[src/design/cpuPkg.sv]
`default_nettype none

package cpuPkg;

    // Datapath and instruction widths
    localparam int dataWidth = 64;
    localparam int instrWidth = 32;
    localparam int regAddrWidth = 5;

    // X31 always reads as zero
    localparam logic [regAddrWidth-1:0] zeroReg = 5'd31;

    // Instruction field positions
    localparam int rdLsb = 0;
    localparam int rnLsb = 5;
    localparam int rmLsb = 16;
    localparam int shamtLsb = 10;
    localparam int shamtWidth = 6;
    localparam int aluImmLsb = 10;
    localparam int aluImmWidth = 12;
    localparam int dtAddrLsb = 12;
    localparam int dtAddrWidth = 9;
    localparam int branchOffsetWidth = 26;
    localparam int formatLsb = 26;
    localparam int functionLsb = 21;
    localparam int iFunctionLsb = 22;

    // Format field, bits 31..26
    typedef enum logic [5:0] {
        rFormat = 6'b001010,
        iFormat = 6'b100010,
        dFormat = 6'b110100,
        bFormat = 6'b000011
    } instrFormatType;

    // R-format function, bits 25..21
    typedef enum logic [4:0] {
        ADD = 5'd0,
        AND = 5'd2,
        EOR = 5'd4,
        LSL = 5'd6,
        LSR = 5'd7,
        ORR = 5'd8,
        SUB = 5'd9
    } rFunctionType;

    // I-format function, bits 25..22
    typedef enum logic [3:0] {
        ADDI = 4'd0,
        ANDI = 4'd2,
        EORI = 4'd4,
        ORRI = 4'd6,
        SUBI = 4'd7
    } iFunctionType;

    // D-format function, bits 25..21
    typedef enum logic [4:0] {
        LDUR = 5'd0,
        STUR = 5'd1
    } dFunctionType;

    typedef enum logic [2:0] {
        aluAdd,
        aluSub,
        aluAnd,
        aluOrr,
        aluEor,
        aluLsl,
        aluLsr
    } aluOpType;

endpackage

`default_nettype wire

[src/design/fetchUnit.sv]
`default_nettype none

module fetchUnit (
    input  logic                            clk,
    input  logic                            reset,
    input  logic [cpuPkg::instrWidth-1:0]   ibus,
    input  logic                            branchTaken,
    input  logic [cpuPkg::dataWidth-1:0]    branchOffset,
    output logic [cpuPkg::dataWidth-1:0]    iaddrbus,
    output logic [cpuPkg::instrWidth-1:0]   instruction,
    output logic [cpuPkg::dataWidth-1:0]    seqAddr
);

    localparam logic [cpuPkg::dataWidth-1:0] wordBytes = 4;

    logic [cpuPkg::dataWidth-1:0] pcPlusFour;
    logic [cpuPkg::dataWidth-1:0] branchTarget;
    logic [cpuPkg::dataWidth-1:0] nextPc;

    assign pcPlusFour = iaddrbus + wordBytes;

    // Target is relative to the delay slot address held in IF/ID
    assign branchTarget = seqAddr + {branchOffset[cpuPkg::dataWidth-3:0], 2'b00};
    assign nextPc = branchTaken ? branchTarget : pcPlusFour;

    always_ff @(posedge clk)
    begin
        if (reset)
        begin
            iaddrbus <= '0;
            // All-zero word has no valid format, so it decodes as a no-op
            instruction <= '0;
        end
        else
        begin
            iaddrbus <= nextPc;
            instruction <= ibus;
        end
    end

    always_ff @(posedge clk)
    begin
        seqAddr <= pcPlusFour;
    end

endmodule

`default_nettype wire

[config.mk]
export PLATFORM = sky130hd
export DESIGN_NAME = fetchUnit
export DESIGN_NICKNAME = d
export VERILOG_FILES = /design/src/design/cpuPkg.sv /design/src/design/fetchUnit.sv
export SDC_FILE = /design/constraint.sdc
export NUM_CORES = 1
export LEC_CHECK = 0
export BUFFER_PORTS_ARGS = -buffer_cell sky130_fd_sc_hd__buf_2
export CAP_MARGIN = 20
export CORE_MARGIN = 2
export CORE_UTILIZATION = 49
export CTS_BUF_LIST = sky130_fd_sc_hd__clkbuf_8
export DETAILED_ROUTE_END_ITERATION = 6
export GPL_TIMING_DRIVEN = 0
export HOLD_SLACK_MARGIN = 0.05
export PLACE_DENSITY = 0.91
export SYNTH_ARGS = -nofsm -noshare
export SYNTH_HDL_FRONTEND = slang
export SYNTH_SLANG_ARGS = --single-unit
[constraint.sdc]
create_clock -name clk -period 3.9 [get_ports clk]
set_clock_uncertainty 0.1 [all_clocks]
set_input_delay 0.78 -clock clk [delete_from_list [all_inputs] [get_ports clk]]
set_output_delay 0.78 -clock clk [all_outputs]
set_load 0.05 [all_outputs]
Word-level counts from Yosys, hierarchy flattened
Index checks and enable logic that the tools add are counted.

storage, ports and cells
  flip-flop bits (word level) = 160
  input bits = 99
  output and inout bits = 160
  logic and storage cells = 6

operators by class
  add/subtract/negate cells = 2
  multiplexer cells = 1

operators by type and width
  operator               number
  $add 64x3->64 const B  1
  $add 64x64->64         1
  $mux 64                1

Depth between registers and ports, before layout
  depth in word-level cells = 2
  depth in mapped cells = 11
  mapped depth without buffers = 11

Worst setup path after synthesis
No wires, ideal clock.

  path type = input port to flip-flop
  start point = input port branchOffset[0] in the netlist's numbering
  end point = register iaddrbus[56] in the netlist's numbering
  library setup time = 117 ps
  arrival time = 3512 ps
  required time = 3683 ps
  slack = 171 ps
  stages on the path = 11
  path buffers = 0
  cell sequence = ha_1 -> fa_1 -> a211oi_1 -> o211ai_1 -> a221oi_4 -> a2111oi_4 -> a211oi_2 -> a31oi_4 -> a311oi_1 -> xnor2_1 -> a22o_1

between the ends
  word-level cells in the longest chain between the ends = 2

ends and longest elaborated chain
  what                    line             RTL
  start: declaration      fetchUnit.sv:8   input logic [cpuPkg::dataWidth-1:0] branchOffset,
  $add 64x64->64          fetchUnit.sv:23  assign branchTarget = seqAddr + {branchOffset[cpuPkg::dataWidth-3:0], 2'b00};
  $mux 64                 fetchUnit.sv:24  assign nextPc = branchTaken ? branchTarget : pcPlusFour;
  end signal: assignment  fetchUnit.sv:36  iaddrbus <= nextPc;
  end: declaration        fetchUnit.sv:9   output logic [cpuPkg::dataWidth-1:0] iaddrbus,

No other way between the ends.
A chain may end at the register's enable or synchronous reset.

Worst setup path in the final report
  start point = input port branchOffset[38] in the netlist's numbering
  end point = register iaddrbus[61] in the netlist's numbering

The elaborated chain is that of the path after synthesis.

==> run summary <==
Max-Cap Viols: 0
Via count: 9311
RSZ-0062 raised after global routing: no
Pre-CTS setup slack: -0.556 ns
F_max: 267 MHz
Vias in the first global route: 8646
First drt pass iteration count: 7
Die height: 140 um
Syn_nets: 1223
Syn. warnings: 0
CP endpoint kind: register
Post-synthesis mux area share: 0.770%
Initial antenna violation count: 0
Post-DP Area: 10700 um2
CTS buffer count: 17
Synth top area share: 35.2%
Final HPWL DP: 21900 um
Synth Area in Simple Gates: 20.4%
Clock latency on the worst-skew pair: 0.48 ns
Total track usage: 27.8%
Period utilization: 96.1%
Nature of the critical path startpoint: input port
Ys flop type: dfxtp_1
Post-route cell area: 11100 um2
Final net count: 1499
Synth Area in Compound Gates: 20.5%
Largest net degree at the start of global routing: 20
Kind of critical path: input port to register
Antenna cells: 0
Reg clk slew, reported paths: 0.10 ns
Post-synth ARST share: 0%
Fillers: 1506
Cell leakage power: 0.00521 uW
I/O Pins: 259
GRT overflow: 0
Core Region: 18100 um2
Most common cell in the netlist: dfxtp_1
Worst min-delay path class: register to register
# H-tree levels: 4
Setup violators final: 0
Unique masters post-synth: 65
Layout cells sized above 1: 23.7%
CTS Buffer Depth: 2
Slew Viols, Final: 0
Peak supply drop: 0.278 mV
Fin Hold WS: 0.287 ns
Final worst slack: 0.151 ns
Clock sink total: 160
CTS tree: done
Failing checks: DRC
Yosys top cell by area: dfxtp_1
Avg Vias per Cell: 5.90
P&R area growth vs syn: 22.5%
Family with the most delay on the worst path: compound AO/OA/AOI/OAI gates
Routed wire length: 28400 um
Detail Route Antenna Nets: 0
Seq cells post-synth: 160
Util after Layout: 61.6%
DRC violation count after routing: 1
Avg Cell Area, Syn: 8.57 um2
Synth cell count leaders: dfxtp_1, nor2_1, nand2_1, xnor2_1, a21oi_1
Buffers and inverters on the worst path: 1
Ranking of synthesized cells by area: dfxtp_1, ha_1, xnor2_1, a211oi_1, nor2_1
Status: finished, violations left
Drt wl/cell: 18.0 um
First-pass GRT wire length: 43600 um
Cell Rows: 49
Pwr Density: 513 nW/um2
CP Cell Sequence: buf_2, ha_1, a21oi_1, o21ai_0, a221o_1, a2111oi_0, o2111ai_1, a311oi_1, o21ai_0, a21o_1, nand3_1
Routability cong.: 0.946
Seq/Total Area, Yosys: 35.2%
Final hold violations: 0
Critical-path maximum fanout: 7
Post-Syn Instances: 1061
Die area: 19700 um2
Root Buffer: clkbuf_8
Power Total: 5720 uW
Chip width: 140 um
Post-synthesis adder-cell area fraction: 8.75%
Main combinational cell family by area after synthesis: compound AO/OA/AOI/OAI gates
Initial Utilization: 50.3%
Slowest cell on crit path: a2111oi_0
IO Port Bufs: 255
Post-synth EDFFs: 0
Slew @ Worst Pin: 0.823 ns
Detailed Route Iter0 Violations: 803
XOR/XNOR Fraction of Synth Area: 10.8%
CP max stage delay: 0.62 ns
Required time worst endpoint: 4.22 ns
Worst slew margin: 45.1%
Mapped Area: 9100 um2
Cell repeated most along the worst path: o21ai_0
Worst path arrival time: 4.07 ns
Minimum clock period: 3.75 ns
==> cell usage in the layout, fill, tap and decap left out, types with 28 or more instances in the layout <==
| master | count |
|---|---|
| ha_1 | 62 |
| a21oi_1 | 68 |
| buf_2 | 267 |
| o21ai_0 | 35 |
| nand3_1 | 41 |
| inv_1 | 28 |
| dfxtp_1 | 160 |
| nand2_1 | 83 |
| xnor2_1 | 69 |
| nand4_1 | 32 |
| nor2b_1 | 38 |
| clkbuf_1 | 34 |
| a211oi_1 | 49 |
| nor2_1 | 102 |
| xor2_1 | 43 |
==> sequential cells by signal, summed over array words and instances (netlist names) <==
signal	flops
instruction	32
seqAddr	64
iaddrbus	64
==> per-stage QoR <==
stage / setup TNS [ns] / cells
final: 0 / 1579
after global routing: 0 / 1579
after CTS: 0 / 1577
after detailed placement: -4.98 / 1545
after global placement: -4.73 / 1545
after floorplan: 0 / 1061
==> area by class of cell <==
class | instances | area [um2] | area share (%)
Multi-Input combinational cell | 822 | 5610 | 50.3
Sequential cell | 160 | 3200 | 28.7
Timing Repair Buffer | 257 | 1300 | 11.7
Tap cell | 229 | 287 | 2.57
Clock buffer | 17 | 234 | 2.10
Buffer | 51 | 218 | 1.95
Clock inverter | 15 | 193 | 1.73
Inverter | 28 | 105 | 0.943
==> worst register-to-register path, stage by stage (launching register included) <==
cell and delay, ns:
dfxtp_1 0.33, ha_1 0.26, clkbuf_1 0.23, a21oi_1 0.43
nand2_1 0.14, a311oi_1 0.30, a211oi_2 0.19, a2111oi_2 0.57
nor2_2 0.15, a41oi_2 0.40, o21ai_0 0.16, a221o_1 0.30
==> path summary, 6_finish.rpt <==
kind	start	depth (start not counted)	endpoint	slack (ns)
worst min register to register	iaddrbus[0]	0	seqAddr[0]	0.29
worst max-delay path	branchOffset[38]	11	iaddrbus[61]	0.15
worst min-delay path	iaddrbus[0]	0	seqAddr[0]	0.29
worst max register to register	seqAddr[26]	11	iaddrbus[63]	0.25
==> cell families after synthesis <==
logic type | after synthesis
AO/OA/AOI/OAI | 267
XOR/XNOR | 112
adder cells (fa/ha/maj) | 63
buffers and inverters | 79
flip-flops | 160
multiplexers | 7
AND/OR/NAND/NOR | 373
==> repair_timing <==
action	CTS	global route
hold buffers	0	0
pin swaps	0	1
setup buffers	0	1
resized for setup	1	5
setup endpoints to repair	3	9
gates cloned	0	0
==> per-layer routing <==
metal	wire, um	track usage [%]
met1	11700	35.6
met5	0	0
met4	1040	12.1
met3	2500	5.91
met2	13200	45.5
==> power by group <==
part	switching [uW]	total (uW)	leakage, uW	internal [uW]
Sequential	172	2010	0.00133	1840
Combinational	1670	2410	0.00367	739
Clock	796	1290	0.000208	497
Power figures use the tool's default switching activity.
