--- config.mk ---
export PLATFORM = sky130hd
export DESIGN_NAME = instrDecoder
export DESIGN_NICKNAME = d
export VERILOG_FILES = /design/src/design/cpuPkg.sv /design/src/design/instrDecoder.sv
export SDC_FILE = /design/constraint.sdc
export NUM_CORES = 1
export LEC_CHECK = 0
export BUFFER_PORTS_ARGS = -buffer_cell sky130_fd_sc_hd__buf_2
export CAP_MARGIN = 20
export CORE_AREA = 2 2 71 73
export DETAILED_ROUTE_END_ITERATION = 6
export DIE_AREA = 0 0 73 75
export PLACE_DENSITY_LB_ADDON = 0.25
export SYNTH_ARGS = -nofsm -noshare
export SYNTH_HDL_FRONTEND = slang
export SYNTH_SLANG_ARGS = --single-unit
--- constraint.sdc ---
create_clock -name vclk -period 3.7
set_input_delay 0.555 -clock vclk [all_inputs]
set_output_delay 0.555 -clock vclk [all_outputs]
set_load 0.02 [all_outputs]
--- src/design/cpuPkg.sv ---
`default_nettype none

package cpuPkg;

    // Datapath and instruction widths
    localparam int dataWidth = 64;
    localparam int instrWidth = 32;
    localparam int regAddrWidth = 5;

    // X31 always reads as zero
    localparam logic [regAddrWidth-1:0] zeroReg = 5'd31;

    // Instruction field positions
    localparam int rdLsb = 0;
    localparam int rnLsb = 5;
    localparam int rmLsb = 16;
    localparam int shamtLsb = 10;
    localparam int shamtWidth = 6;
    localparam int aluImmLsb = 10;
    localparam int aluImmWidth = 12;
    localparam int dtAddrLsb = 12;
    localparam int dtAddrWidth = 9;
    localparam int branchOffsetWidth = 26;
    localparam int formatLsb = 26;
    localparam int functionLsb = 21;
    localparam int iFunctionLsb = 22;

    // Format field, bits 31..26
    typedef enum logic [5:0] {
        rFormat = 6'b001010,
        iFormat = 6'b100010,
        dFormat = 6'b110100,
        bFormat = 6'b000011
    } instrFormatType;

    // R-format function, bits 25..21
    typedef enum logic [4:0] {
        ADD = 5'd0,
        AND = 5'd2,
        EOR = 5'd4,
        LSL = 5'd6,
        LSR = 5'd7,
        ORR = 5'd8,
        SUB = 5'd9
    } rFunctionType;

    // I-format function, bits 25..22
    typedef enum logic [3:0] {
        ADDI = 4'd0,
        ANDI = 4'd2,
        EORI = 4'd4,
        ORRI = 4'd6,
        SUBI = 4'd7
    } iFunctionType;

    // D-format function, bits 25..21
    typedef enum logic [4:0] {
        LDUR = 5'd0,
        STUR = 5'd1
    } dFunctionType;

    typedef enum logic [2:0] {
        aluAdd,
        aluSub,
        aluAnd,
        aluOrr,
        aluEor,
        aluLsl,
        aluLsr
    } aluOpType;

endpackage

`default_nettype wire

--- src/design/instrDecoder.sv ---
`default_nettype none

module instrDecoder (
    input  logic [cpuPkg::instrWidth-1:0]   instruction,
    output logic [cpuPkg::regAddrWidth-1:0] readAddrA,
    output logic [cpuPkg::regAddrWidth-1:0] readAddrB,
    output logic [cpuPkg::regAddrWidth-1:0] destAddr,
    output cpuPkg::aluOpType                aluOp,
    output logic                            useImm,
    output logic [cpuPkg::dataWidth-1:0]    immValue,
    output logic                            writeEnable,
    output logic                            loadOp,
    output logic                            storeOp,
    output logic                            branchTaken,
    output logic [cpuPkg::dataWidth-1:0]    branchOffset
);

    localparam int dw = cpuPkg::dataWidth;

    logic [cpuPkg::regAddrWidth-1:0] rd;
    logic [cpuPkg::regAddrWidth-1:0] rm;
    logic [cpuPkg::shamtWidth-1:0] shamt;
    logic [cpuPkg::aluImmWidth-1:0] aluImm;
    logic [cpuPkg::dtAddrWidth-1:0] dtAddr;
    logic [cpuPkg::branchOffsetWidth-1:0] brOffset;
    logic [dw-1:0] aluImmExt;
    logic [dw-1:0] shamtExt;
    logic [dw-1:0] dtAddrExt;

    cpuPkg::instrFormatType format;
    cpuPkg::rFunctionType rFunc;
    cpuPkg::iFunctionType iFunc;
    cpuPkg::dFunctionType dFunc;

    assign rd = instruction[cpuPkg::rdLsb +: cpuPkg::regAddrWidth];
    assign rm = instruction[cpuPkg::rmLsb +: cpuPkg::regAddrWidth];
    assign shamt = instruction[cpuPkg::shamtLsb +: cpuPkg::shamtWidth];
    assign aluImm = instruction[cpuPkg::aluImmLsb +: cpuPkg::aluImmWidth];
    assign dtAddr = instruction[cpuPkg::dtAddrLsb +: cpuPkg::dtAddrWidth];
    assign brOffset = instruction[cpuPkg::branchOffsetWidth-1:0];

    assign format = cpuPkg::instrFormatType'(
        instruction[cpuPkg::formatLsb +: $bits(cpuPkg::instrFormatType)]);
    assign rFunc = cpuPkg::rFunctionType'(
        instruction[cpuPkg::functionLsb +: $bits(cpuPkg::rFunctionType)]);
    assign iFunc = cpuPkg::iFunctionType'(
        instruction[cpuPkg::iFunctionLsb +: $bits(cpuPkg::iFunctionType)]);
    assign dFunc = cpuPkg::dFunctionType'(
        instruction[cpuPkg::functionLsb +: $bits(cpuPkg::dFunctionType)]);

    // Immediate extensions
    assign aluImmExt = {{(dw - cpuPkg::aluImmWidth){aluImm[cpuPkg::aluImmWidth-1]}}, aluImm};
    assign shamtExt = {{(dw - cpuPkg::shamtWidth){1'b0}}, shamt};
    assign dtAddrExt = {{(dw - cpuPkg::dtAddrWidth){dtAddr[cpuPkg::dtAddrWidth-1]}}, dtAddr};
    assign branchOffset = {{(dw - cpuPkg::branchOffsetWidth){brOffset[cpuPkg::branchOffsetWidth-1]}},
        brOffset};

    assign readAddrA = instruction[cpuPkg::rnLsb +: cpuPkg::regAddrWidth];
    assign destAddr = rd;

    always_comb
    begin
        aluOp = cpuPkg::aluAdd;
        useImm = 1'b0;
        immValue = aluImmExt;
        writeEnable = 1'b0;
        loadOp = 1'b0;
        storeOp = 1'b0;
        branchTaken = 1'b0;
        readAddrB = rm;
        case (format)
            cpuPkg::rFormat:
            begin
                writeEnable = 1'b1;
                case (rFunc)
                    cpuPkg::ADD: aluOp = cpuPkg::aluAdd;
                    cpuPkg::SUB: aluOp = cpuPkg::aluSub;
                    cpuPkg::AND: aluOp = cpuPkg::aluAnd;
                    cpuPkg::ORR: aluOp = cpuPkg::aluOrr;
                    cpuPkg::EOR: aluOp = cpuPkg::aluEor;
                    cpuPkg::LSL, cpuPkg::LSR:
                    begin
                        // Shift amount comes from the shamt field
                        aluOp = (rFunc == cpuPkg::LSL) ? cpuPkg::aluLsl : cpuPkg::aluLsr;
                        useImm = 1'b1;
                        immValue = shamtExt;
                    end
                    default: writeEnable = 1'b0;
                endcase
            end
            cpuPkg::iFormat:
            begin
                writeEnable = 1'b1;
                useImm = 1'b1;
                case (iFunc)
                    cpuPkg::ADDI: aluOp = cpuPkg::aluAdd;
                    cpuPkg::SUBI: aluOp = cpuPkg::aluSub;
                    cpuPkg::ANDI: aluOp = cpuPkg::aluAnd;
                    cpuPkg::ORRI: aluOp = cpuPkg::aluOrr;
                    cpuPkg::EORI: aluOp = cpuPkg::aluEor;
                    default: writeEnable = 1'b0;
                endcase
            end
            cpuPkg::dFormat:
            begin
                useImm = 1'b1;
                immValue = dtAddrExt;
                case (dFunc)
                    cpuPkg::LDUR:
                    begin
                        loadOp = 1'b1;
                        writeEnable = 1'b1;
                    end
                    cpuPkg::STUR:
                    begin
                        // Store data register sits in the Rd field
                        storeOp = 1'b1;
                        readAddrB = rd;
                    end
                    default: ;
                endcase
            end
            cpuPkg::bFormat: branchTaken = 1'b1;
            default: ;
        endcase
    end

endmodule

`default_nettype wire

# Word level (Yosys, flattened, before mapping)
# Index checks and enable logic that the tools add are counted.
[classes] n_eq_ne=15 muxes=18 reduce_logical=6
[op_table] operator="$pmux 64 s2" count=1
[op_table] operator="$mux 64" count=1
[op_table] operator="$eq 5x3->1 const B" count=3
[op_table] operator="$pmux 3 s5" count=1
[op_table] operator="$eq 4x3->1 const B" count=3
[op_table] operator="$eq 6x6->1 const B" count=2
[op_table] operator="$pmux 3 s4" count=1
[op_table] operator="$eq 5x4->1 const B" count=2
[op_table] operator="$mux 5" count=2
[op_table] operator="$mux 1" count=8
[op_table] operator="$reduce_or 7->1" count=1
[op_table] operator="$eq 6x2->1 const B" count=1
[op_table] operator="$eq 6x4->1 const B" count=1
[op_table] operator="$pmux 3 s2" count=1
[op_table] operator="$eq 5x1->1 const B" count=1
[op_table] operator="$eq 5x2->1 const B" count=1
[op_table] operator="$logic_not 5->1" count=1
[op_table] operator="$reduce_or 5->1" count=1
[op_table] operator="$eq 4x2->1 const B" count=1
[op_table] operator="$logic_not 4->1" count=1
[op_table] operator="$reduce_or 2->1" count=2
[op_table] operator="$pmux 1 s3" count=1
[op_table] operator="$mux 2" count=1
[op_table] operator="$pmux 1 s2" count=1
[totals] reg_bits=0 out_inout_bits=151

# Longest topological paths before layout
# Gate-level depths: netlist (run 1).
[depth] word_depth=4 ltp_mapped=5 mapped_depth_nobuf=4

# Least setup slack after synthesis (run 1)
# No wires, ideal clock.
[synth_path] kind="in2out" start="in instruction[26] (netlist name)" end="out immValue[12] (netlist name)" setup_slack_ps=254 t_required_ps=3145 t_arrival_ps=2891 n_path_buf=2 stages=5 path_cell_list="or3b_4 -> nor3_4 -> buf_2 -> a22o_1 -> buf_4"
[synth_between] elab_chain_cells=2 elab_cells_between_ends=3
[synth_rtl] element="from (decl)" line_no="instrDecoder.sv:4" source="input logic [cpuPkg::instrWidth-1:0] instruction,"
[synth_rtl] element="$eq 6x6->1 / $eq 6x4->1 (equally long branches)" line_no="instrDecoder.sv:71" source="case (format)"
[synth_rtl] element="$pmux 64 s2 *" line_no="instrDecoder.sv:71"
[synth_rtl] element="to (decl)" line_no="instrDecoder.sv:10" source="output logic [cpuPkg::dataWidth-1:0] immValue,"
# Every way passes the cells marked *; elsewhere a longest branch is shown, timed or not.

# Worst setup path in the final report (run 1)
[layout_path] start="in instruction[28] (netlist name)" end="out immValue[56] (netlist name)"
# Same word-level chain as after synthesis.

==> impl_results.md, run 1 <==
- Routed Antenna Nets: 0
- Die height: 75 um
- Die width: 73 um
- Final hold viol count: 0
- Layout area overhead: -1.34%
- Remaining DRCs: 0
- Synth Instances: 184
- Initial antenna violation count: 0
- RSZ-0062 raised after global routing: false
- Port Buffers: 168
- Total number of vias: 1131
- Routability congestion estimate: 0.738
- Antenna Cells: 0
- Routed wire length: 2840 um
- Multi-input logic area: 429 sq um
- LEAKAGE: 0.844 nW
- Worst vdd ir: 92.9 uV
- Clock buffer count: 0
- DP HPWL: 2460 um
- Initial Utilization: 30.1%
- CP Capture Type: output pin
- Total nets after synthesis: 216
- GRT Overall Usage: 7.80%
- Synth warn: 0
- Outcome: finished clean
- Worst Path Required: 3.14 ns
- Worst EP arrival: 2.55 ns
- First-pass GRT wire length: 3590 um
- Avg WL per Cell: 10.2 um
- Min Clock Period, post-route: 3.10 ns
- Top cell type's share of synthesized area: 68.0%
- Core ar.: 0.00466 sq mm
- CTS resizes: 0
- Remaining global-route overflow: 0
- # setup viols final: 0
- Max-slew headroom: 65.2%
- Most frequent cells in the layout: buf_2, mux2_2, mux2_1, a22o_1, nand2_1
- Vias per std cell: 4.07
- Pwr Total: 0.000243 W
- Slew Viols, Final: 0
- Final Cycle Share: 83.8%
- Critical Path Start Type: primary input
- Max cap viols: 0
- Cell Rows: 25
- Register area share after synthesis: 0%
- Fmax: 322 MHz
- Fillers: 488
- Setup bufs post-CTS: 0
- Avg Cell Area, Syn: 7.62 sq um
- # IOs: 183
- Area leader, netlist: buf_4
- Critical path class: primary input to output pin
- Power Dens Cells: 176 mW/mm^2
- Inst Count DP: 277
- Num sequential: 0
- Yosys cell types: 29
- Total area of sequential cells: 0 sq um
- Commonest non-fill, non-tap cell in the layout: buf_2
- Area contributors post-synth: buf_4, mux2_2, mux2_1, a22o_1, nor4b_4
- Post-Layout Cell Count: 278
- Iter 0 DRT Violations: 9
- Worst Tran Pin Value: 0.515 ns
- Hold buffers post-CTS: 0
- Vias in the first global route: 732
- Setup TNS Final: 0 ns
- First-pass DRT Iterations: 4
- Layout Nets: 258
- HP Class: primary input to output pin
- Layout cells sized above 1: 80.8%
- Synth Cell Area: 0.00140 sq mm
- Largest net degree at the start of global routing: 54
- Crit-path max FO: 47
- Die footprint: 0.00548 sq mm
==> final cells by class <==
class	count	area share [%]
Inverter	1	0.271
Timing Repair Buffer	171	63.8
Multi-Input combinational cell	52	31.0
Tap cell	54	4.88
==> cells in the mapped netlist, drive strengths merged <==
cell type  number
nand2           4
nor3b           1
and3            1
buf           128
nor4            1
or3b            2
inv             1
a21oi           3
a41oi           2
o21ai           3
clkbuf          3
nand4           1
nand2b          1
and2            1
nor4b           3
nand3           1
nor2            2
and4            2
nand4b          1
a22o            5
xor2            1
nor3            3
mux2           11
o211ai          1
nand3b          2
==> routing by layer <==
metal / track usage, % / share of wire (%) / vias to the layer above
li1: - / - / 568
met1: 10.8 / 39 / 479
met2: 13.7 / 52 / 84
met3: 1.07 / 8.5 / 0
met4: 0 / 0 / 0
met5: 0 / 0 / -
==> cells by family after synthesis <==
kind of cell	count (synthesis)	share of synthesized area, %
xor gates and xnor gates	1	0.625
muxes	11	8.83
buffers and inverters	132	69.4
AOI/OAI and AO/OA	14	7.05
and+or+nand+nor	26	14.1
==> power breakdown <==
part / internal [W] / total, W / switching (W)
Clock: 0 / 0 / 0
Combinational: 0.0000793 / 0.000243 / 0.000164
Sequential: 0 / 0 / 0
Total: 0.0000793 / 0.000243 / 0.000164
==> final timing paths <==
kind	from	slack, ns	endpoint	cells past startpoint
worst max-delay path	instruction[28]	0.60	immValue[56]	7
worst min-delay path	instruction[6]	1.11	branchOffset[6]	0
==> worst max-delay path: stages <==
cell,delay (ns)
buf_2,0.10
or3b_4,0.42
nor4b_4,0.38
a41oi_1,0.33
a22o_1,0.37
buf_16,0.21
buf_2,0.17
==> through the flow <==
step	hold WS, ns	cell area, sq um	setup slack [ns]	util (%)
floorplan	1.19	1400	0.254	-
global placement	1.11	1360	0.409	29.1
detailed placement	1.11	1360	0.316	29.1
CTS	1.11	1360	0.315	29.1
global route	1.11	1380	0.442	29.7
finish	1.11	1380	0.598	29.7
(Power assumes the default switching activity.)
==> run 2: changes to the inputs <==
==> constraint.sdc (replaced) <==
create_clock -name vclk -period 2.9
set_input_delay 0.435 -clock vclk [all_inputs]
set_output_delay 0.435 -clock vclk [all_outputs]
set_load 0.02 [all_outputs]
==> run 2 against run 1 <==
Net effect:
- design area fell by 0.81%
- hold slack got worse by 0.24 ns
- combinational power is 26% higher
- sequential share of layout area stayed put
- count of clock-buffer cells in the layout is the same
- routed wire length grew 3.5%
- critical path type unchanged
- largest cell class unchanged
==> impl_results.md, run 2 (synthesis results as in run 1) <==
- Outcome: finished clean (unchanged)
- Die width: 73 um (unchanged)
- Num sequential: 0 (unchanged)
- Met3 routed WL: 264 um (was 242 um)
- Crit path buf inv count: 2 (was 3)
- Vias per std cell: 4.00 (was 4.07)
- Final Cycle Share: 88.9%
- Hold path depth: 0 (unchanged)
- Slew Viols, Final: 0 (unchanged)
- Min Clock Period, post-route: 2.58 ns
- DR top layer: met3 (unchanged)
- Die footprint: 0.00548 sq mm (unchanged)
- Die height: 75 um (unchanged)
- Total number of vias: 1115 (was 1131)
- Setup slack after layout: 0.323 ns (was 0.598 ns)
- Antenna Cells: 0 (unchanged)
- Worst Hold Launch: instruction[6] (unchanged)
- Worst Path Required: 2.47 ns (was 3.14 ns)
- Most frequent cells in the layout: buf_2, mux2_2, mux2_1 (was buf_2, mux2_2, mux2_1, a22o_1, nand2_1)
- Worst vdd ir: 116 uV (was 92.9 uV)
- WL met2: 1500 um (was 1480 um)
- Routed Antenna Nets: 0 (unchanged)
- Crit-path max FO: 53 (was 47)
- Crit path cell chain: buf_2 -> or3b_4 -> nor4b_4 -> a41oi_1 -> a22o_2 -> buf_2 (was buf_2 -> or3b_4 -> nor4b_4 -> a41oi_1 -> a22o_1 -> buf_16 -> buf_2)
- Layout area overhead: -2.14% (was -1.34%)
- Layout Nets: 259 (was 258)
- # IOs: 183 (unchanged)
- Hold buffers post-CTS: 0 (unchanged)
- Initial Utilization: 30.1% (unchanged)
- CP peak stage delay: 0.45 ns (was 0.42 ns)
- Commonest non-fill, non-tap cell in the layout: buf_2 (unchanged)
- Initial antenna violation count: 0 (unchanged)
- Slowest CP cell: a22o_2 (was or3b_4)
- DP Worst Slack: 0.289 ns (was 0.316 ns)
- HP Class: primary input to output pin (unchanged)
- CTS resizes: 0 (unchanged)
- Hold Path End: branchOffset[6] (unchanged)
- Routed wire length: 2940 um (was 2840 um)
- Routability congestion estimate: 0.746 (was 0.738)
- WHS: 0.870 ns (was 1.11 ns)
- Total area of sequential cells: 0 sq um (unchanged)
- Critical path class: primary input to output pin (unchanged)
- CP Capture Type: output pin (unchanged)
- Iter 0 DRT Violations: 8 (was 9)
- Largest net degree at the start of global routing: 54 (unchanged)
- LEAKAGE: 0.842 nW (was 0.844 nW)
- Fmax: 388 MHz
- Cell Rows: 25 (unchanged)
- DP HPWL: 2530 um (was 2460 um)
- Power Dens Cells: 223 mW/mm^2 (was 176 mW/mm^2)
- Layout cells sized above 1: 81.3% (was 80.8%)
- Pwr Total: 0.000306 W (was 0.000243 W)
- GRT Overall Usage: 8.14% (was 7.80%)
- Remaining DRCs: 0 (unchanged)
- Setup bufs post-CTS: 0 (unchanged)
- Worst Tran Pin Value: 0.596 ns (was 0.515 ns)
- Port Buffers: 168 (unchanged)
- RSZ-0062 raised after global routing: false (unchanged)
- Vias in the first global route: 746 (was 732)
- Core ar.: 0.00466 sq mm (unchanged)
- Setup TNS Final: 0 ns (unchanged)
- Clock buffer count: 0 (unchanged)
- First-pass DRT Iterations: 4 (unchanged)
- Top delay family on crit path: simple AND/OR/NAND/NOR gates (unchanged)
- Remaining global-route overflow: 0 (unchanged)
- Critical Path Start Type: primary input (unchanged)
- Post-layout util: 29.4% (was 29.7%)
- # setup viols final: 0 (unchanged)
- Max cap viols: 0 (unchanged)
- Worst EP arrival: 2.14 ns (was 2.55 ns)
- Max-slew headroom: 60.3% (was 65.2%)
- Final hold viol count: 0 (unchanged)
- First-pass GRT wire length: 3740 um (was 3590 um)
- Avg WL per Cell: 10.5 um (was 10.2 um)
- Most frequent CP cell: buf_2 (unchanged)
- DRT met1 WL: 1170 um (was 1120 um)
[run 2: cell count changes in the layout (fill, tap and decap cells not counted)]
cell	before	now
buf_4	2	4
a22o_1	5	4
a22o_2	0	1
buf_16	1	0
[run 2: power by group]
part           switching (W)  internal, W
sequential                 0            0
clock                      0            0
combinational       0.000209    0.0000971
total               0.000209    0.0000971
[run 2: per-stage QoR]
stage                     std cells  area (sq um)
after CTS                       279          1370
after global routing            279          1370
final                           279          1370
after global placement          279          1370
after detailed placement        279          1370
after floorplan                 184          1400
[run 2: worst max path at each step]
| stage | startpoint | endpoint | slack, ns | cells past startpoint |
|---|---|---|---|---|
| 2_1_floorplan | instruction[26] | immValue[12] | 0.19 | 5 |
| 3_3_place_gp | instruction[26] | readAddrB[4] | 0.34 | 6 |
| 3_5_place_dp | instruction[28] | immValue[49] | 0.29 | 6 |
| 4_1_cts | instruction[28] | immValue[49] | 0.29 | 6 |
| 5_1_grt | instruction[28] | immValue[48] | 0.15 | 6 |
| 6_report | instruction[28] | immValue[33] | 0.32 | 6 |
[run 2: layout make-up]
class / count / area (sq um)
inverter: 1 / 3.75
timing repair buffer: 172 / 871
tap: 54 / 67.6
fill: 503 / 3290
multi-input combinational: 52 / 430
[run 2: routing by layer]
metal / up-vias / global-route usage (%)
met5: - / 0
met4: 0 / 0
met3: 0 / 0.669
met2: 86 / 14.1
met1: 460 / 11.7
li1: 569 / -
