==> src/design/cpuPkg.sv <==
`default_nettype none

package cpuPkg;

    // Datapath and instruction widths
    localparam int dataWidth = 64;
    localparam int instrWidth = 32;
    localparam int regAddrWidth = 5;

    // X31 always reads as zero
    localparam logic [regAddrWidth-1:0] zeroReg = 5'd31;

    // Instruction field positions
    localparam int rdLsb = 0;
    localparam int rnLsb = 5;
    localparam int rmLsb = 16;
    localparam int shamtLsb = 10;
    localparam int shamtWidth = 6;
    localparam int aluImmLsb = 10;
    localparam int aluImmWidth = 12;
    localparam int dtAddrLsb = 12;
    localparam int dtAddrWidth = 9;
    localparam int branchOffsetWidth = 26;
    localparam int formatLsb = 26;
    localparam int functionLsb = 21;
    localparam int iFunctionLsb = 22;

    // Format field, bits 31..26
    typedef enum logic [5:0] {
        rFormat = 6'b001010,
        iFormat = 6'b100010,
        dFormat = 6'b110100,
        bFormat = 6'b000011
    } instrFormatType;

    // R-format function, bits 25..21
    typedef enum logic [4:0] {
        ADD = 5'd0,
        AND = 5'd2,
        EOR = 5'd4,
        LSL = 5'd6,
        LSR = 5'd7,
        ORR = 5'd8,
        SUB = 5'd9
    } rFunctionType;

    // I-format function, bits 25..22
    typedef enum logic [3:0] {
        ADDI = 4'd0,
        ANDI = 4'd2,
        EORI = 4'd4,
        ORRI = 4'd6,
        SUBI = 4'd7
    } iFunctionType;

    // D-format function, bits 25..21
    typedef enum logic [4:0] {
        LDUR = 5'd0,
        STUR = 5'd1
    } dFunctionType;

    typedef enum logic [2:0] {
        aluAdd,
        aluSub,
        aluAnd,
        aluOrr,
        aluEor,
        aluLsl,
        aluLsr
    } aluOpType;

endpackage

`default_nettype wire

==> src/design/executeStage.sv <==
`default_nettype none

module executeStage #(
    parameter int dataWidth = cpuPkg::dataWidth
) (
    input  logic                            clk,
    input  logic                            reset,
    input  logic [cpuPkg::regAddrWidth-1:0] destAddr,
    input  cpuPkg::aluOpType                aluOp,
    input  logic                            useImm,
    input  logic [dataWidth-1:0]            immValue,
    input  logic                            writeEnable,
    input  logic                            loadOp,
    input  logic                            storeOp,
    input  logic [dataWidth-1:0]            readDataA,
    input  logic [dataWidth-1:0]            readDataB,
    output logic [dataWidth-1:0]            daddrbus,
    output logic [dataWidth-1:0]            dataOut,
    output logic                            memWrite,
    output logic                            memRead,
    output logic [cpuPkg::regAddrWidth-1:0] resultDest,
    output logic                            resultWriteEnable
);

    localparam int shiftWidth = $clog2(dataWidth);

    // ID/EX register contents
    logic [dataWidth-1:0] exA;
    logic [dataWidth-1:0] exB;
    logic [dataWidth-1:0] exImm;
    cpuPkg::aluOpType exOp;
    logic exUseImm;
    logic [cpuPkg::regAddrWidth-1:0] exDest;
    logic exWrite;
    logic exLoad;
    logic exStore;

    logic [dataWidth-1:0] operandB;
    logic [dataWidth-1:0] adderB;
    logic [dataWidth-1:0] adderSum;
    logic [dataWidth-1:0] aluResult;
    logic subtract;

    always_ff @(posedge clk)
    begin
        if (reset)
        begin
            exWrite <= 1'b0;
            exLoad <= 1'b0;
            exStore <= 1'b0;
        end
        else
        begin
            exWrite <= writeEnable;
            exLoad <= loadOp;
            exStore <= storeOp;
        end
    end

    always_ff @(posedge clk)
    begin
        exA <= readDataA;
        exB <= readDataB;
        exImm <= immValue;
        exOp <= aluOp;
        exUseImm <= useImm;
        exDest <= destAddr;
    end

    assign operandB = exUseImm ? exImm : exB;

    // Subtract as a + ~b + 1
    assign subtract = (exOp == cpuPkg::aluSub);
    assign adderB = subtract ? ~operandB : operandB;

    lookaheadAdder #(
        .width(dataWidth)
    ) i_lookaheadAdder (
        .a(exA),
        .b(adderB),
        .carryIn(subtract),
        .sum(adderSum)
    );

    always_comb
    begin
        case (exOp)
            cpuPkg::aluAnd: aluResult = exA & operandB;
            cpuPkg::aluOrr: aluResult = exA | operandB;
            cpuPkg::aluEor: aluResult = exA ^ operandB;
            cpuPkg::aluLsl: aluResult = exA << operandB[shiftWidth-1:0];
            cpuPkg::aluLsr: aluResult = exA >> operandB[shiftWidth-1:0];
            default: aluResult = adderSum;
        endcase
    end

    // EX/MEM register drives the memory ports directly
    always_ff @(posedge clk)
    begin
        if (reset)
        begin
            memWrite <= 1'b0;
            memRead <= 1'b0;
            resultWriteEnable <= 1'b0;
        end
        else
        begin
            memWrite <= exStore;
            memRead <= exLoad;
            resultWriteEnable <= exWrite;
        end
    end

    always_ff @(posedge clk)
    begin
        daddrbus <= aluResult;
        dataOut <= exB;
        resultDest <= exDest;
    end

endmodule

`default_nettype wire

==> src/design/lookaheadAdder.sv <==
`default_nettype none

module lookaheadAdder #(
    parameter int width = 64
) (
    input  logic [width-1:0] a,
    input  logic [width-1:0] b,
    input  logic             carryIn,
    output logic [width-1:0] sum
);

    // Binary tree in heap order: node 1 is the root, node width+i is bit i.
    // Group generate/propagate flow up, carries flow back down.
    for (genvar k = 1; k < 2 * width; k++)
    begin : node
        logic groupGen;
        logic groupProp;
        logic carry;

        if (k >= width)
        begin : leaf
            assign groupGen = a[k-width] & b[k-width];
            assign groupProp = a[k-width] ^ b[k-width];
            assign sum[k-width] = groupProp ^ carry;
        end
        else
        begin : group
            // Child 2k holds the lower half
            assign groupGen = node[2*k+1].groupGen | (node[2*k+1].groupProp & node[2*k].groupGen);
            assign groupProp = node[2*k+1].groupProp & node[2*k].groupProp;
        end

        if (k == 1)
            assign carry = carryIn;
        else if (k % 2 == 0)
            assign carry = node[k/2].carry;
        else
            assign carry = node[k-1].groupGen | (node[k-1].groupProp & node[k/2].carry);
    end

endmodule

`default_nettype wire

==> config.mk <==
export PLATFORM = sky130hd
export DESIGN_NAME = executeStage
export DESIGN_NICKNAME = d
export VERILOG_FILES = /design/src/design/cpuPkg.sv /design/src/design/executeStage.sv /design/src/design/lookaheadAdder.sv
export SDC_FILE = /design/constraint.sdc
export NUM_CORES = 1
export LEC_CHECK = 0
export BUFFER_PORTS_ARGS = -buffer_cell sky130_fd_sc_hd__buf_2
export CORE_MARGIN = 2
export CORE_UTILIZATION = 54
export CTS_BUF_LIST = sky130_fd_sc_hd__clkbuf_4 sky130_fd_sc_hd__clkbuf_8
export DETAILED_ROUTE_END_ITERATION = 6
export GPL_ROUTABILITY_DRIVEN = 1
export HOLD_SLACK_MARGIN = 0.03
export PLACE_DENSITY = 0.79
export SYNTH_ARGS = -nofsm -noshare
export SYNTH_HDL_FRONTEND = slang
export SYNTH_SLANG_ARGS = --single-unit
==> constraint.sdc <==
create_clock -name clk -period 5.4 [get_ports clk]
set_clock_uncertainty 0.05 [all_clocks]
set_input_delay 0.81 -clock clk [delete_from_list [all_inputs] [get_ports clk]]
set_output_delay 0.81 -clock clk [all_outputs]
set_load 0.005 [all_outputs]
-- After elaboration in Yosys (flattened, before gate mapping)
Index checks and enable logic that the tools add are counted.
- flip-flop bits (word level): 340
- word-level logic and storage cells: 518
- output and inout bits: 136
- bits of input ports: 206
- bitwise operators: 492
- shift-type cells: 2
- muxes and demuxes: 3
- eq/ne operators: 6
- operators by type and width (cell ; count):
    $pmux 64 s5 ; 1
    $and 1x1->1 ; 240
    $mux 64 ; 2
    $xor 1x1->1 ; 128
    $or 1x1->1 ; 120
    $and 64x64->64 ; 1
    $not 64->64 ; 1
    $or 64x64->64 ; 1
    $shl 64x6->64 ; 1
    $shr 64x6->64 ; 1
    $xor 64x64->64 ; 1
    $eq 3x3->1 const B ; 3
    $eq 3x2->1 const B ; 2
    $eq 3x1->1 const B ; 1

-- Longest topological paths before layout
Gate-level depths: netlist (run 1).
- depth after elaboration: 27
- depth in mapped cells: 22
- gate-level depth less buffers: 17

-- Modules after synthesis
Synthesis (run 1) repeated with hierarchy kept, for this count alone.
- cell total of the unflattened synthesis: 2612
- area total of the unflattened synthesis: 23518.8 µm²
- by module, submodules not included (module ; sequential area each (µm²) ; area an instance (µm²) ; cells each ; times used):
    executeStage ; 6806.5 ; 20812.5 ; 2306 ; 1
    lookaheadAdder ; 0.0 ; 2706.3 ; 306 ; 1

-- Worst setup path before layout (run 1)
No wires, ideal clock.
- kind: register -> register
- from: register exOp[1]
- to: register daddrbus[63]
- library setup time: 0.122 ns
- setup slack: 0.331 ns
- data arrival time: 4.897 ns
- clock period less this slack: 5.069 ns
- cell stages (with the launch flop): 20
- required time: 5.228 ns
- path buffers: 3
- cells stage by stage: dfxtp_1 clkbuf_1 nor3b_1 clkbuf_1 buf_1 xnor2_1 ha_1 a21oi_1 o21ai_0 a211o_1 o31a_1 or4_4 a31oi_2 o311ai_0 o211ai_1 fa_1 xor2_1 xnor2_1 xnor2_1 o32a_1
- word-level cells in the longest chain between the ends: 26
- elaborated cells on any way between the ends: 319
- classes of those cells: eq/ne: 6; mux: 2; bitwise: 311
- ends and longest elaborated chain (element ; line ; RTL):
    start: declaration ; executeStage.sv:31 ; cpuPkg::aluOpType exOp;
    start signal: assignment ; executeStage.sv:65 ; exOp <= aluOp;
    $eq 3x1->1 ; executeStage.sv:73 ; assign subtract = (exOp == cpuPkg::aluSub);
    $mux 64 ; executeStage.sv:74 ; assign adderB = subtract ? ~operandB : operandB;
    $xor 1x1->1 / $and 1x1->1 (equally long branches) ; lookaheadAdder.sv:23, lookaheadAdder.sv:22 ;
    $and 1x1->1 ; lookaheadAdder.sv:29 ; assign groupGen = node[2*k+1].groupGen | (node[2*k+1].groupProp & node[2*k].groupGen);
    $or 1x1->1 ; lookaheadAdder.sv:29 ;
    $and 1x1->1 ; lookaheadAdder.sv:29 ;
    $or 1x1->1 ; lookaheadAdder.sv:29 ;
    $and 1x1->1 ; lookaheadAdder.sv:29 ;
    [... 11 more ...] ; n/a ;
    $or 1x1->1 ; lookaheadAdder.sv:38 ; assign carry = node[k-1].groupGen | (node[k-1].groupProp & node[k/2].carry);
    $and 1x1->1 ; lookaheadAdder.sv:38 ;
    $or 1x1->1 ; lookaheadAdder.sv:38 ;
    $and 1x1->1 ; lookaheadAdder.sv:38 ;
    $or 1x1->1 ; lookaheadAdder.sv:38 ;
    $xor 1x1->1 ; lookaheadAdder.sv:24 ; assign sum[k-width] = groupProp ^ carry;
    $pmux 64 s5 (*) ; executeStage.sv:87 ; case (exOp)
    via aluResult[63] ; executeStage.sv:41 ; logic [dataWidth-1:0] aluResult;
    end signal: assignment ; executeStage.sv:116 ; daddrbus <= aluResult;
    end: declaration ; executeStage.sv:17 ; output logic [dataWidth-1:0] daddrbus,
Mark *: on every way through the listed nets, which the timed path passes. The rest lies on a longest branch.
A chain may end at the register's enable or synchronous reset.

-- Worst setup path in the final report (run 1)
- from: register exOp[1]
- to: register daddrbus[60]
- word-level cells in the longest chain between the ends: 22
- elaborated cells on any way between the ends: 306
- classes of those cells: eq/ne: 6; mux: 2; bitwise: 298
- ends and longest elaborated chain (element ; line):
    $eq 3x1->1 ; executeStage.sv:73
    $mux 64 ; executeStage.sv:74
    $xor 1x1->1 / $and 1x1->1 (equally long branches) ; lookaheadAdder.sv:23, lookaheadAdder.sv:22
    $and 1x1->1 ; lookaheadAdder.sv:29
    $or 1x1->1 ; lookaheadAdder.sv:29
    $and 1x1->1 ; lookaheadAdder.sv:29
    $or 1x1->1 ; lookaheadAdder.sv:29
    $and 1x1->1 ; lookaheadAdder.sv:29
    [... 7 more ...] ; n/a
    $or 1x1->1 ; lookaheadAdder.sv:38
    $and 1x1->1 ; lookaheadAdder.sv:38
    $or 1x1->1 ; lookaheadAdder.sv:38
    $and 1x1->1 ; lookaheadAdder.sv:38
    $or 1x1->1 ; lookaheadAdder.sv:38
    $xor 1x1->1 ; lookaheadAdder.sv:24
    $pmux 64 s5 (*) ; executeStage.sv:87
    via aluResult[60] ; executeStage.sv:41
Marks and branches as above.

==> results of run 1 <==
[layout make-up]
cell class,count,area (sq um),share of cell area [%]
Multi-Input combinational cell,1716,15040,55.02
Sequential cell,340,6812,24.91
Timing Repair Buffer,506,3020,11.05
Clock buffer,78,985.9,3.606
Tap cell,546,683.2,2.499
Inverter,156,594.3,2.174
Clock inverter,14,197.7,0.7230
Antenna cell,2,5.005,0.01830
[per-layer routing]
metal	global-route usage [%]	share of wire [%]
met5	0	0.042
met4	29.31	7.1
met3	17.28	14
met2	70.92	42
met1	61.33	37
[worst max-delay path, cell delays in order, from the launching register on]
cell and delay, ps:
dfxtp_1 400, nor3b_2 420, buf_12 260, xnor2_1 150, ha_1 300, a21o_1 210, a311o_1 340, o2111ai_1 390
a21oi_1 210, buf_4 180, or4_4 510, a31oi_2 170, buf_4 170, buf_4 150, o21bai_1 120, a211oi_1 350
fa_1 480, a21oi_1 130
[cells in the mapped netlist, types with 11 or more instances]
cell type / count / area share [%]
a211oi_1: 18 / 0.58
a21o_1: 21 / 0.68
a21oi_1: 132 / 2.8
a221oi_1: 22 / 0.83
a22oi_1: 74 / 2.4
a2bb2oi_1: 11 / 0.41
a31oi_1: 11 / 0.30
buf_1: 24 / 0.39
buf_2: 29 / 0.62
buf_4: 22 / 0.71
clkbuf_1: 90 / 1.5
dfxtp_1: 340 / 29
fa_1: 31 / 2.7
ha_1: 191 / 10
inv_1: 153 / 2.5
mux2_2: 16 / 0.77
mux2i_1: 349 / 15
mux4_2: 83 / 8.0
nand2_1: 121 / 1.9
nor2_1: 186 / 3.0
nor2b_1: 27 / 0.73
nor3_1: 25 / 0.54
o211ai_1: 29 / 0.93
o21ai_0: 53 / 1.1
o221ai_1: 54 / 2.0
o32a_1: 11 / 0.47
xnor2_1: 77 / 2.9
xor2_1: 21 / 0.79
[logic make-up (layout without fill, tap and decap cells)]
group	Yosys count	count (layout)	share of synthesized area [%]
adder cells (fa/ha/maj)	222	222	12.92
multiplexers	451	451	23.97
XOR/XNOR	98	98	3.685
other	0	2	0
AO/OA/AOI/OAI	537	537	16.26
buffers and inverters	333	754	6.366
flip-flops	340	340	29.22
AND/OR/NAND/NOR	408	408	7.574
[power by group through the flow]
stage / clock (mW) / combinational [mW] / sequential (mW)
4_1_cts: 2.45 / 2.92 / 2.86
2_1_floorplan: 0 / 1.67 / 2.88
3_5_place_dp: 0 / 2.89 / 2.91
5_1_grt: 2.55 / 3.17 / 2.88
6_report: 2.43 / 3.06 / 2.87
3_3_place_gp: 0 / 2.84 / 2.91
[per-stage QoR]
stage	power [mW]	setup WS, ps	hold WS, ps	utilization, %
5_1_grt	8.596	76.16	175.7	63.88
3_5_place_dp	5.797	364.1	265.4	61.12
2_1_floorplan	4.548	331.0	259.6	-
3_3_place_gp	5.750	488.5	259.5	61.12
6_report	8.360	318.1	187.3	63.89
4_1_cts	8.232	367.0	155.0	63.88
[worst max path at each step]
stage / startpoint / end / cells after the start
6_report: exOp[1]$_DFF_P_ / daddrbus[60]$_DFF_P_ / 17
5_1_grt: exOp[1]$_DFF_P_ / daddrbus[63]$_DFF_P_ / 19
4_1_cts: exOp[1]$_DFF_P_ / daddrbus[60]$_DFF_P_ / 17
3_5_place_dp: exOp[1]$_DFF_P_ / daddrbus[63]$_DFF_P_ / 19
3_3_place_gp: exOp[1]$_DFF_P_ / daddrbus[60]$_DFF_P_ / 17
2_1_floorplan: exOp[1]$_DFF_P_ / daddrbus[63]$_DFF_P_ / 19
[flip-flops by register name, indices dropped and copies added, names as in the netlist]
name,count
daddrbus,64
dataOut,64
exA,64
exB,64
exImm,64
exDest,5
resultDest,5
exOp,3
exLoad,1
exStore,1
exUseImm,1
exWrite,1
memRead,1
memWrite,1
resultWriteEnable,1
==> out/summary.txt, run 1 <==
Status: finished clean
Non-filler cells, final: 3,358
Seq pwr share: 34.3%
Vias in the first global route: 22.84k
Placed cell area: 26,150 sq um
Critical Path RT: 5960 ps
Die height: 211.7 um
CTS tree: built
Seq cells post-synth: 340
Area Growth Syn to Fin: 17.38%
RD Place Congestion: 1.089
Finish-stage setup viols: 0
Register area share after synthesis: 29.22%
Hold WC Path Type: input port to register
LEAKAGE: 12.92 nW
Switch Pwr: 3.102 mW
Worst-path maximum fanout: 25
Root Buffer: clkbuf_8
Least-Margin Pin Slew: 1432 ps
Crit Reg-Reg Endpoint: daddrbus[60]$_DFF_P_
Total Wirelength: 110,300 um
Most frequent cells in the layout: 349 x mux2i_1, 341 x buf_2, 338 x dfxtp_1
Die area: 44,810 sq um
Ys async rst share: 0%
Drt drc: 0
Critical Path End Type: register
Worst r2r src: exOp[1]$_DFF_P_
WHS Endpoint: exB[9]$_DFF_P_
Depth of the CTS H-tree: 2
Initial antenna violation count: 6
RSZ-0062 raised after global routing: no
First-pass GRT wire length: 155,900 um
Congestion Overflow GR: 0
Row count: 76
Crit share post-route: 94.11%
CTS clock-pin slew for the worst setup and hold paths: 70 ps
Chip Width: 211.7 um
Post-CTS Setup Bufs: 0
IO Pins: 342
Nets: 3,200
Clk network pwr share: 29.1%
Core area: 42,790 sq um
# resized after CTS: 0
Cell area after layout: 27,340 sq um
CTS Hold Bufs: 0
Setup TNS: 0 ps
Final max-slew violation count: 0
Layout cells sized above 1: 25.87%
Pwr Density: 305.8 nW/um^2
Via/cell ratio: 6.833
Hold depth: 1
CTS Sinks: 340
Avg Cell Area, Syn: 9.750 sq um
Post-synth EDFFs: 0
Largest net degree at the start of global routing: 101
Syn nets: 2,817
Clock Path Buffers: 3
Placed cells: 3,264
Initial Utilization: 54.43%
Worst rel slew slack: 1.808%
Post-DRT Antenna Nets: 0
GRT Total Usage: 48.53%
# fillers: 3,510
Maximum VDD drop: 0.3164 mV
Sw Share: 37.11%
Num CTS Buffers: 52
Yosys warns: 0
Vias: 22.95k
Hold Crit Start: readDataB[9]
Worst Setup Start Kind: register
Fmax: 196.8 MHz
DP Wirelength: 81,510 um
Reg2reg path depth: 17
Max-cap violations: 0
Hold Violations, Final: 0
Synthesized area: 23,290 sq um
Worst skew pair latency: 670 ps
1st-iter DRT viols: 3,356
Synth Flop Type: dfxtp_1
DRT Pass-1 Iters: 6
CP arrival: 5640 ps
Setup CP Type: register to register
Total internal power: 5.257 mW
Logic pwr share: 36.6%
Most common cell after layout, fill and taps aside: mux2i_1
Minimum clock period: 5082 ps
Wire per inst: 32.84 um
Yosys cell types: 75
Synth Instances: 2,389
PortBufs: 341
Reg2reg setup slack: 320 ps
Power figures use the tool's default switching activity.
==> run 2, diff against run 1 <==
- RECOVER_POWER: not set -> 50
==> run 2 against run 1 <==
The run now ends with capacitance limit left. Fmax fell by 0.69%. Global-route usage did not move. Die area did not move. Worst hold slack got worse by 0.91 ps. Worst setup slack got worse by 35 ps. Via count rose by 0.17%. Sequential share of layout area barely moved. Register-to-register slack got worse by 40 ps.
==> out/summary.txt, run 2 (synthesis gave the netlist of run 1 again) <==
Status: finished with violations
Chip Width: 211.7 um
Area Growth Syn to Fin: 17.36%
Hold Violations, Final: 0
LEAKAGE: 12.91 nW
Hold WC Path Type: input port to register
Max-cap violations: 1
Largest net degree at the start of global routing: 101
Final max-slew violation count: 0
Clock Path Buffers: 3
Worst rel slew slack: 1.117%
Maximum VDD drop: 0.3167 mV
Via/cell ratio: 6.845
Hold WS: 186.4 ps
Setup TNS: 0 ps
Met2 Use GR: 70.92%
GRT busiest layer: met2
CTS tree: built
Pwr Density: 305.9 nW/um^2
Critical Path End Type: register
Initial Utilization: 54.43%
Met1 Track Usage GR: 61.33%
DP Wirelength: 81,510 um
IO Pins: 342
Register area: 6812 sq um
Drt drc: 0
# fillers: 3,512
Num CTS Buffers: 52
# resized after CTS: 0
Placed cell area: 26,150 sq um
Placed cells: 3,264
Die area: 44,810 sq um
Minimum clock period: 5117 ps
Non-filler cells, final: 3,358
CTS Sinks: 340
Worst Setup Start Kind: register
Fmax: 195.4 MHz
Root Buffer: clkbuf_8
1st-iter DRT viols: 3,393
CP arrival: 5680 ps
Layout cells sized above 1: 25.73%
Worst skew pair latency: 670 ps
Congestion Overflow GR: 0
Finish-stage setup viols: 0
Most common cell after layout, fill and taps aside: mux2i_1
Failing checks: capacitance limit
Row count: 76
DRT Pass-1 Iters: 6
GRT Total Usage: 48.53%
PortBufs: 341
Wire per inst: 32.85 um
Core area: 42,790 sq um
Setup CP Type: register to register
Total Wirelength: 110,300 um
Vias in the first global route: 22.84k
Worst-path maximum fanout: 25
First-pass GRT wire length: 155,900 um
CTS clock-pin slew for the worst setup and hold paths: 70 ps
Nets: 3,200
Vias: 22.99k
Cell area after layout: 27,340 sq um
Post-CTS Setup Bufs: 0
Initial antenna violation count: 6
Post-DRT Antenna Nets: 0
Critical Path RT: 5960 ps
Most frequent cells in the layout: 349 x mux2i_1, 338 x dfxtp_1, 337 x buf_2
RD Place Congestion: 1.089
Multi-input logic area: 15,040 sq um
Depth of the CTS H-tree: 2
RSZ-0062 raised after global routing: no
Crit share post-route: 94.76%
Die height: 211.7 um
Least-Margin Pin Slew: 1442 ps
Met3 usage: 17.28%
CTS Hold Bufs: 0
Final core occ: 63.88%
-- run 2: power breakdown --
part / internal [mW] / leakage, nW / switching, mW / total [mW]
registers: 2.72 / 2.87 / 0.150 / 2.87
clock network: 1.37 / 0.619 / 1.07 / 2.43
logic: 1.17 / 9.42 / 1.89 / 3.06
-- run 2: per-stage QoR --
stage | worst slack [ps] | power (mW)
3_5_place_dp | 364.1 | 5.797
2_1_floorplan | 331.0 | 4.548
5_1_grt | 76.16 | 8.596
6_report | 283.1 | 8.362
3_3_place_gp | 488.5 | 5.750
4_1_cts | 367.0 | 8.232
-- run 2: metal layers --
layer	wire length, um	part of all wire, %	up-vias
li1	-	-	9502
met1	40880	37	11090
met2	46300	42	1897
met3	15350	14	485
met4	7755	7.0	8
met5	46	0.042	-
-- run 2: final timing paths --
kind	from	to	slack, ps	cells after the start
max reg2reg	exOp[1]$_DFF_P_	daddrbus[60]$_DFF_P_	280	17
max	exOp[1]$_DFF_P_	daddrbus[60]$_DFF_P_	280	17
min reg2reg	exDest[0]$_DFF_P_	resultDest[0]$_DFF_P_	280	0
min	readDataB[9]	exB[9]$_DFF_P_	190	1
-- run 2: final cells by class --
type / instances / area share [%]
Timing Repair Buffer: 506 / 11.03
Tap cell: 546 / 2.499
Clock inverter: 14 / 0.7232
Sequential cell: 340 / 24.92
Clock buffer: 78 / 3.607
Inverter: 156 / 2.174
Multi-Input combinational cell: 1716 / 55.03
Antenna cell: 2 / 0.01831
-- run 2: critical path: stages (launching register included) --
cell	delay, ps
dfxtp_1	400
nor3b_2	420
buf_12	260
xnor2_1	150
ha_1	300
a21o_1	210
a311o_1	340
o2111ai_1	380
a21oi_1	210
buf_4	180
or4_4	520
a31oi_2	180
buf_4	170
buf_4	150
o21bai_1	120
a211oi_1	380
fa_1	480
a21oi_1	130
